## src/hw/customInstruction_config.svh

```systemverilog
`ifndef CUSTOM_INSTRUCTION_CONFIG_SVH
`define CUSTOM_INSTRUCTION_CONFIG_SVH

`define CI_WORD_WIDTH 32
`define CI_ID_WIDTH 8

`define CI_SWAP_ID 1
`define CI_GRAY_ID 9
`define CI_DELAY_ID 6

`define RESET_COUNT_WIDTH 5
`define CYCLES_PER_MICROSECOND 8

`endif

```

## src/hw/ciPkg.sv

```systemverilog
`include "customInstruction_config.svh"

package ciPkg;

  // One operand or one result of a custom instruction.
  typedef logic [`CI_WORD_WIDTH-1:0] ciWordT;

  // Identifier carried on ciN.
  typedef logic [`CI_ID_WIDTH-1:0] ciIdT;

endpackage

```

## src/hw/resetSequencer.sv

```systemverilog
`timescale 1ns/1ps
`include "customInstruction_config.svh"

module resetSequencer (
  input  logic s_systemClock,
  input  logic s_pllLocked,
  output logic cpuReset,
  output logic cameraResetN
);

  localparam int TOP_BIT = `RESET_COUNT_WIDTH - 1;

  logic [`RESET_COUNT_WIDTH-1:0] resetCountReg;

  // The counter runs from lock until its top bit sets and then stays there.
  always_ff @(posedge s_systemClock or negedge s_pllLocked) begin
    if (!s_pllLocked) begin
      resetCountReg <= '0;
    end else if (!resetCountReg[TOP_BIT]) begin
      resetCountReg <= resetCountReg + 1'b1;
    end
  end

  // Both resets are released on the same edge.
  assign cameraResetN = resetCountReg[TOP_BIT];
  assign cpuReset     = ~resetCountReg[TOP_BIT];

  countNeverBackward : assert property (
    @(posedge s_systemClock) disable iff (!s_pllLocked)
    resetCountReg >= $past(resetCountReg)
  );

endmodule

```

## src/hw/pixelFormatUnit.sv

```systemverilog
`timescale 1ns/1ps
`include "customInstruction_config.svh"

module pixelFormatUnit (
  input  logic          ciStart,
  input  ciPkg::ciIdT   ciN,
  input  ciPkg::ciWordT ciDataA,
  output logic          pixelDone,
  output ciPkg::ciWordT pixelResult
);

  import ciPkg::*;

  logic        isSwap;
  logic        isGray;
  ciWordT      swappedWord;
  ciWordT      grayWord;
  logic [7:0]  red;
  logic [7:0]  green;
  logic [7:0]  blue;
  logic [15:0] weightedSum;
  logic [7:0]  grayLevel;

  assign isSwap = ciStart && (ciN == ciIdT'(`CI_SWAP_ID));
  assign isGray = ciStart && (ciN == ciIdT'(`CI_GRAY_ID));

  assign swappedWord = {ciDataA[7:0], ciDataA[15:8], ciDataA[23:16], ciDataA[31:24]};

  // The RGB565 fields are widened to 8 bits by padding zeros below.
  assign red   = {ciDataA[15:11], 3'b000};
  assign green = {ciDataA[10:5], 2'b00};
  assign blue  = {ciDataA[4:0], 3'b000};

  // The weights add up to 256, so the sum never exceeds 16 bits.
  assign weightedSum = 16'd77 * red + 16'd150 * green + 16'd29 * blue;
  assign grayLevel   = weightedSum[15:8];
  assign grayWord    = {{(`CI_WORD_WIDTH-8){1'b0}}, grayLevel};

  assign pixelDone = isSwap || isGray;

  always_comb begin
    if (isSwap) begin
      pixelResult = swappedWord;
    end else if (isGray) begin
      pixelResult = grayWord;
    end else begin
      pixelResult = '0;
    end
  end

endmodule

```

## src/hw/microDelayUnit.sv

```systemverilog
`timescale 1ns/1ps
`include "customInstruction_config.svh"

module microDelayUnit #(
  parameter int cyclesPerMicrosecond = `CYCLES_PER_MICROSECOND
) (
  input  logic          s_systemClock,
  input  logic          cpuReset,
  input  logic          ciStart,
  input  ciPkg::ciIdT   ciN,
  input  ciPkg::ciWordT ciDataA,
  output logic          delayDone,
  output ciPkg::ciWordT delayResult
);

  import ciPkg::*;

  localparam int PRESCALE_WIDTH =
    (cyclesPerMicrosecond > 1) ? $clog2(cyclesPerMicrosecond) : 1;
  localparam logic [PRESCALE_WIDTH-1:0] PRESCALE_RELOAD =
    PRESCALE_WIDTH'(cyclesPerMicrosecond - 1);

  logic                      startDelay;
  logic                      delayBusy;
  logic                      lastCycle;
  ciWordT                    microCount;
  logic [PRESCALE_WIDTH-1:0] prescaler;

  assign startDelay = ciStart && (ciN == ciIdT'(`CI_DELAY_ID));

  // The final cycle of the final microsecond.
  assign lastCycle = delayBusy && (microCount == ciWordT'(1)) && (prescaler == '0);

  always_ff @(posedge s_systemClock or posedge cpuReset) begin
    if (cpuReset) begin
      delayBusy  <= 1'b0;
      microCount <= '0;
      prescaler  <= '0;
    end else if (startDelay) begin
      delayBusy <= 1'b1;
      // A zero count still takes one cycle.
      if (ciDataA == '0) begin
        microCount <= ciWordT'(1);
        prescaler  <= '0;
      end else begin
        microCount <= ciDataA;
        prescaler  <= PRESCALE_RELOAD;
      end
    end else if (lastCycle) begin
      delayBusy <= 1'b0;
    end else if (delayBusy) begin
      if (prescaler == '0) begin
        prescaler  <= PRESCALE_RELOAD;
        microCount <= microCount - 1'b1;
      end else begin
        prescaler <= prescaler - 1'b1;
      end
    end
  end

  assign delayDone   = lastCycle;
  assign delayResult = '0;

  // The processor blocks on the delay, so it cannot issue a second start.
  noStartWhileBusy : assert property (
    @(posedge s_systemClock) disable iff (cpuReset)
    delayBusy |-> !ciStart
  );

endmodule

```

## src/hw/ciResponseMerge.sv

```systemverilog
`timescale 1ns/1ps

module ciResponseMerge (
  input  logic          s_systemClock,
  input  logic          cpuReset,
  input  logic          pixelDone,
  input  ciPkg::ciWordT pixelResult,
  input  logic          delayDone,
  input  ciPkg::ciWordT delayResult,
  output logic          ciDone,
  output ciPkg::ciWordT ciResult
);

  import ciPkg::*;

  logic   anyDone;
  ciWordT mergedResult;

  assign anyDone = pixelDone | delayDone;

  // Only a unit that reports done may contribute to the result.
  assign mergedResult = anyDone ? (pixelResult | delayResult) : '0;

  always_ff @(posedge s_systemClock or posedge cpuReset) begin
    if (cpuReset) begin
      ciDone   <= 1'b0;
      ciResult <= '0;
    end else begin
      ciDone   <= anyDone;
      ciResult <= mergedResult;
    end
  end

  // The OR merge is only valid with one instruction in flight.
  singleResponder : assert property (
    @(posedge s_systemClock) disable iff (cpuReset)
    !(pixelDone && delayDone)
  );

endmodule

```

## src/hw/customInstructionComplex.sv

```systemverilog
`timescale 1ns/1ps

module customInstructionComplex (
  input  logic          s_systemClock,
  input  logic          s_pllLocked,
  input  logic          ciStart,
  input  ciPkg::ciIdT   ciN,
  input  ciPkg::ciWordT ciDataA,
  input  ciPkg::ciWordT ciDataB,
  output logic          ciDone,
  output ciPkg::ciWordT ciResult,
  output logic          cameraResetN
);

  import ciPkg::*;

  logic   cpuReset;
  logic   pixelDone;
  logic   delayDone;
  ciWordT pixelResult;
  ciWordT delayResult;

  resetSequencer resetSeq (
    .s_systemClock(s_systemClock),
    .s_pllLocked  (s_pllLocked),
    .cpuReset     (cpuReset),
    .cameraResetN (cameraResetN)
  );

  // Byte swap and gray conversion answer in the start cycle.
  pixelFormatUnit pixelFormat (
    .ciStart    (ciStart),
    .ciN        (ciN),
    .ciDataA    (ciDataA),
    .pixelDone  (pixelDone),
    .pixelResult(pixelResult)
  );

  microDelayUnit delayMicro (
    .s_systemClock(s_systemClock),
    .cpuReset     (cpuReset),
    .ciStart      (ciStart),
    .ciN          (ciN),
    .ciDataA      (ciDataA),
    .delayDone    (delayDone),
    .delayResult  (delayResult)
  );

  // ciDataB stays on the port for the processor. None of these units needs it.
  ciResponseMerge responseMerge (
    .s_systemClock(s_systemClock),
    .cpuReset     (cpuReset),
    .pixelDone    (pixelDone),
    .pixelResult  (pixelResult),
    .delayDone    (delayDone),
    .delayResult  (delayResult),
    .ciDone       (ciDone),
    .ciResult     (ciResult)
  );

endmodule

```

## config.mk

```make
export PLATFORM = sky130hd
export DESIGN_NAME = customInstructionComplex
export DESIGN_NICKNAME = d
export VERILOG_FILES = /design/src/hw/ciPkg.sv /design/src/hw/resetSequencer.sv /design/src/hw/pixelFormatUnit.sv /design/src/hw/microDelayUnit.sv /design/src/hw/ciResponseMerge.sv /design/src/hw/customInstructionComplex.sv
export VERILOG_INCLUDE_DIRS = /design/src /design/src/hw
export SDC_FILE = /design/constraint.sdc
export NUM_CORES = 1
export LEC_CHECK = 0
export ABC_AREA = 1
export BUFFER_PORTS_ARGS = -buffer_cell sky130_fd_sc_hd__buf_2
export CAP_MARGIN = 20
export CORE_UTILIZATION = 45
export CTS_CLUSTER_DIAMETER = 30
export DETAILED_ROUTE_END_ITERATION = 10
export PLACE_DENSITY = 0.68
export REMOVE_ABC_BUFFERS = 1
export SLEW_MARGIN = 15
export SYNTH_ARGS = -nofsm -noshare
export SYNTH_HDL_FRONTEND = slang
export SYNTH_HIERARCHICAL = 1
export SYNTH_SLANG_ARGS = --single-unit
export TNS_END_PERCENT = 20
```

## constraint.sdc

```tcl
create_clock -name s_systemClock -period 1.74 [get_ports s_systemClock]
set_input_delay 0.087 -clock s_systemClock [delete_from_list [all_inputs] [get_ports s_systemClock]]
set_output_delay 0.087 -clock s_systemClock [all_outputs]
set_load 0.01 [all_outputs]
```

# Word-level counts from Yosys, hierarchy flattened
# Index checks and enable logic that the tools add are counted.
# Widths: inputs -> output; s select.
# word_totals
latchBits,0
ff_bits,74
rom_bits,0
n_memories,0
out_inout_bits,34
ramBits,0
elab_cells,50
inputBits,75
# classes
shifts,0
n_bitwise,1
n_eq_ne,5
n_reduce_logical,13
n_div,0
mux,16
n_lt_le_gt_ge,0
n_addsub,5
n_mul,3
# ops
cell,count
$mux 32,7
$eq 32x1->1 const B,1
$logic_not 32->1,1
$sub 32x1->32 const B,1
$add 15x16->16,1
$add 16x13->16,1
$mux 3,5
$mul 7x6->13 const A,1
$mul 7x5->12 const A,1
$mul 5x5->10 const A,1
$eq 8x1->1 const B,1
$eq 8x3->1 const B,1
$eq 8x4->1 const B,1
$mux 8,1
$reduce_bool 2->1,3
$add 5x1->5 const B,1
$logic_and 1x1->1,5
$mux 5,1
$logic_not 3->1,1
$reduce_and 3->1,1
$sub 3x1->3 const B,1
$mux 1,2
$ne 2x2->1 const B,1
$reduce_and 2->1,1
other kinds (2),2

# Logic depth before layout (Yosys ltp)
# logic_depth
ltp_word,6
ltp_mapped,28

# By module
# Netlist, hierarchy kept.
# modules_own_cells
mod,cells_each,n_inst,seq_area_each_um2,area_per_inst_um2
microDelayUnit,546,1,900.9,3244.4
pixelFormatUnit,401,1,0.0,2974.1
ciResponseMerge,103,1,825.8,1121.1
resetSequencer,27,1,125.1,229.0

# Worst setup path before layout
# Ideal clock, no wire load.
# synth_path
path_type,input port to flip-flop
start,in ciDataA[14]
end,reg responseMerge.ciResult[7]
n_path_buf,0
setup_ns,0.116
t_arrival_ns,3.876
slack_ns,-2.252
stages,26
cell_sequence,inv_1 -> ha_1 -> inv_1 -> ha_1 -> fa_1 -> ha_1 -> nand2_1 -> o21ai_0 -> a21oi_1 -> nor2_1 -> nor2_1 -> xor2_1 -> fa_1 -> inv_1 -> ha_1 -> nand2_1 -> nor2_1 -> nand2_1 -> inv_1 -> nand2_1 -> nand3_1 -> nand3_1 -> nand3_1 -> nand2_1 -> nor2_1 -> nor2_1
# synth_between
elab_chain_len,6
# synth_lines
element,line,text
start: declaration,customInstructionComplex.sv:8,"input ciPkg::ciWordT ciDataA,"
$mul 7x5->12,pixelFormatUnit.sv:35,assign weightedSum = 16'd77 * red + 16'd150 * green + 16'd29 * blue;
$add 15x16->16,pixelFormatUnit.sv:35,
$add 16x13->16,pixelFormatUnit.sv:35,
$mux 8,pixelFormatUnit.sv:44,end else if (isGray) begin
$mux 32,pixelFormatUnit.sv:42,if (isSwap) begin
named net pixelResult[7],customInstructionComplex.sv:20,ciWordT pixelResult;
$mux 32,ciResponseMerge.sv:22,assign mergedResult = anyDone ? (pixelResult | delayResult) : '0;
named net responseMerge.mergedResult[7],ciResponseMerge.sv:17,ciWordT mergedResult;
end signal: assignment,ciResponseMerge.sv:30,ciResult <= mergedResult;
end: declaration,ciResponseMerge.sv:11,output ciPkg::ciWordT ciResult
# The timed path passes the listed nets, and every way through them passes these cells.
# A chain may end at the register's enable or synchronous reset.

# Worst setup path after layout
# layout_path
start,in ciDataA[6]
end,reg responseMerge.ciResult[7]
# layout_between
elab_chain_len,6
# layout_lines
element,line
$mul 7x6->13,pixelFormatUnit.sv:35
$add 15x16->16,pixelFormatUnit.sv:35
$add 16x13->16,pixelFormatUnit.sv:35
$mux 8,pixelFormatUnit.sv:44
$mux 32,pixelFormatUnit.sv:42
named net pixelResult[7],customInstructionComplex.sv:20
$mux 32,ciResponseMerge.sv:22
named net responseMerge.mergedResult[7],ciResponseMerge.sv:17
# The timed path passes the listed nets, and every way through them passes these cells.

==> results.yml <==
status:
  outcome: "finished, violations left"
  violations: "setup timing"
drt:
  drt_iter0_markers: 588
  vias_per_cell: 5.04
  drc_errors: 0
  drt-total-wl_um: 23100
  vias: 7689
  wl_per_cell_um: 15.2
  ant_nets: 0
  dr.pass1.iters: 7
yosys:
  yosysWarnings: 6
  syn_avg_cell_area_um2: 7.03
  ys_seq_area_share_pct: 24.5
  synth_top_area_share_pct: 24.5
  syn_inst: 1077
  synthTopCellsByArea: "dfrtp_1 (24%), nand2_1 (15%), ha_1 (14%), nor2_1 (8.6%), inv_1 (6.6%)"
  ys.flop_type: "dfrtp_1"
  synth_edf_count: 0
  synth-async-reset-ratio_pct: 100
  synth.distinct_cells: 40
  yosysTopAreaCell: "dfrtp_1"
  syn_area_um2: 7570
  synth_seq_cells: 74
grt:
  antenna_found_initial: 0
  grt_max_degree: 39
  grt_pass1_wl_um: 35900
  grt_pass1_vias: 7447
  grt_usage_pct: 26.2
  overflow: 0
sta:
  min_period_ns: 3.65
  tightest_slew_ns: 0.938
  skew_ns: 0.00789
  rsz0062_at_grt: "yes"
  maxSlewHeadroom_pct: 37.3
  hold_viol: 0
  finalWorstSetupSlack_ns: -1.91
  max_freq_mhz: 274
  slew_violations: 0
  setup_viol: 60
  post-route-period-util_pct: 210
power_and_ir_drop:
  clockPowerShare_pct: 11.8
  internal-power_uw: 8870
  power_density_nw_per_um2: 1590
  switching_share_pct: 46.6
  seq_power_share_pct: 13.8
  p_sw_uw: 7730
  ir_drop_mv: 1.53
  p_leak_uw: 0.00560
  combPwrFrac_pct: 74.4
die:
  start_util_pct: 45.8
  rows: 47
  dieArea_um2: 17300
  core_um2: 16500
  die_y_um: 132
  die_w_um: 132
  io_pins: 109
cells_and_area:
  drive_gt1_share_pct: 32.9
  final_common_cell: "nand2_1"
  syn2layout_area_growth_pct: 38.2
  num_antenna_cells: 0
  nNetsFinal: 1482
  fin_cells: 1527
  layout_common_cells: "nand2_1 (272), nor2_1 (156), buf_4 (142)"
clock_tree:
  clock_sinks: 74
  cts_tree: "done"
  cts_buffers: 9
  clk_pin_slew_ns: 0.06
  clockBufferDepth: 2
  cts_root_buffer: "clkbuf_16"
  cts_max_level: 3
  worst_skew_pair.late_latency_ns: 0.36
worst_setup_path:
  cp.arrival_ns: 3.85
  crit_path_max_fanout: 4
  required_ns: 1.94
  critPathKind: "in2reg"
  crit_path_end_kind: "register"
  cp-start-kind: "input pin"
  ff2ff_path_depth: 9
worst_hold_path:
  hold_depth: 5
  hp-class: "in2reg"
placement:
  io_buffers: 76
  dp_cells: 1506
  place.gp.congestion: 0.880
  pre_cts_ws_ns: -2.49
  post-dp-hpwl_um: 15700
run:
  max_cap_violations: 0
worst paths after layout:
check,from,endpoint,slack [ns]
worst max-delay path,ciDataA[6],responseMerge/ciResult[7],-1.91
worst min-delay path,ciDataA[16],delayMicro/microCount[16],0.06
worst max register to register,delayMicro/prescaler[0],responseMerge/ciResult[2],-0.26
worst min register to register,resetSeq/resetCountReg[4],responseMerge/ciResult[29],0.46
max in group asynchronous,resetSeq/resetCountReg[4],delayMicro/microCount[12],0.85
min in group asynchronous,s_pllLocked,resetSeq/resetCountReg[1],0.08
per-layer routing:
metal | wire length [um] | up-vias | track usage [%] | part of all wire, %
li1 | - | 3767 | - | -
met1 | 9930 | 3619 | 33.4 | 43
met2 | 11300 | 245 | 44.9 | 49
met3 | 1280 | 58 | 3.86 | 5.5
met4 | 660 | 0 | 9.43 | 2.9
met5 | 0 | - | 0 | 0
state kept, by name, summed over array words and instances, names as in the netlist:
register,cells
delayMicro/prescaler,3
responseMerge/ciDone,1
delayMicro/delayBusy,1
responseMerge/ciResult,32
delayMicro/microCount,32
resetSeq/resetCountReg,5
layout make-up:
class / count / area, um^2
fillers: 1389 / 6060
multi-input cells: 845 / 5790
flip-flops and latches: 74 / 1850
repair buffers: 234 / 1710
inverters: 138 / 528
well taps: 220 / 275
clock buffers: 10 / 239
clock inverters: 6 / 65.1
Yosys cell counts, drive strengths merged (8+ instances only):
master,instances
xnor2,8
nand3,76
xor2,18
ha,84
a21oi,23
nor2,203
o21bai,9
nand4,14
fa,21
inv,138
o21ai,34
dfrtp,74
nand2,298
nor3,8
buf,47
cells by family after synthesis:
group                    count (synthesis)  synth area share (%)
buffers and inverters                  189                  12.1
AO/OA/AOI/OAI                           76                  5.67
adder cells (fa/ha/maj)                105                  19.4
flip-flops                              74                  24.5
AND/OR/NAND/NOR                        606                  35.3
other                                    1                0.0495
XOR/XNOR                                26                  3.01
power groups by stage:
stage	Combinational (uW)	Sequential [uW]	Clock [uW]
3_3_place_gp	8860	2280	0
6_report	12400	2290	1950
2_1_floorplan	5410	2310	0
5_1_grt	13500	2320	2050
4_1_cts	10900	2270	1980
3_5_place_dp	9010	2290	0
critical path, cell delays in order:
cell	delay, ns
buf_2	0.17
inv_1	0.11
fa_1	0.56
inv_1	0.08
ha_4	0.25
ha_4	0.26
a21oi_1	0.23
nand2_1	0.14
a21oi_2	0.21
xor2_2	0.11
fa_1	0.55
inv_2	0.06
ha_4	0.28
nand2_4	0.07
nor2_4	0.09
nand2_1	0.06
inv_1	0.05
nand2_1	0.06
nand3_2	0.09
nand3_1	0.08
nand3_1	0.07
nand2_1	0.05
nor2_1	0.08
nor2_1	0.04
metrics by stage:
step | hold slack [ns] | utilization, % | TNS, ns | total power (uW) | area, um^2
final | 0.0581 | 63.3 | -19.48 | 16600 | 10500
after global routing | 0.0910 | 63.3 | -25.05 | 17800 | 10500
after CTS | 0.0533 | 60.9 | -19.16 | 15100 | 10100
after detailed placement | -0.0863 | 55.4 | -31.13 | 11300 | 9150
after global placement | -0.0934 | 55.4 | -31.45 | 11100 | 9150
after floorplan | -0.209 | - | -26.64 | 7730 | 7290
what timing repair did:
item,in CTS,in global routing
gates cloned,0,0
buffers inserted,4,3
endpoints found under the hold margin,5,0
gates resized for setup,97,95
setup endpoints to repair,68,68
hold buffers,1,0
pin swaps,83,88
Power figures use the tool's default switching activity.
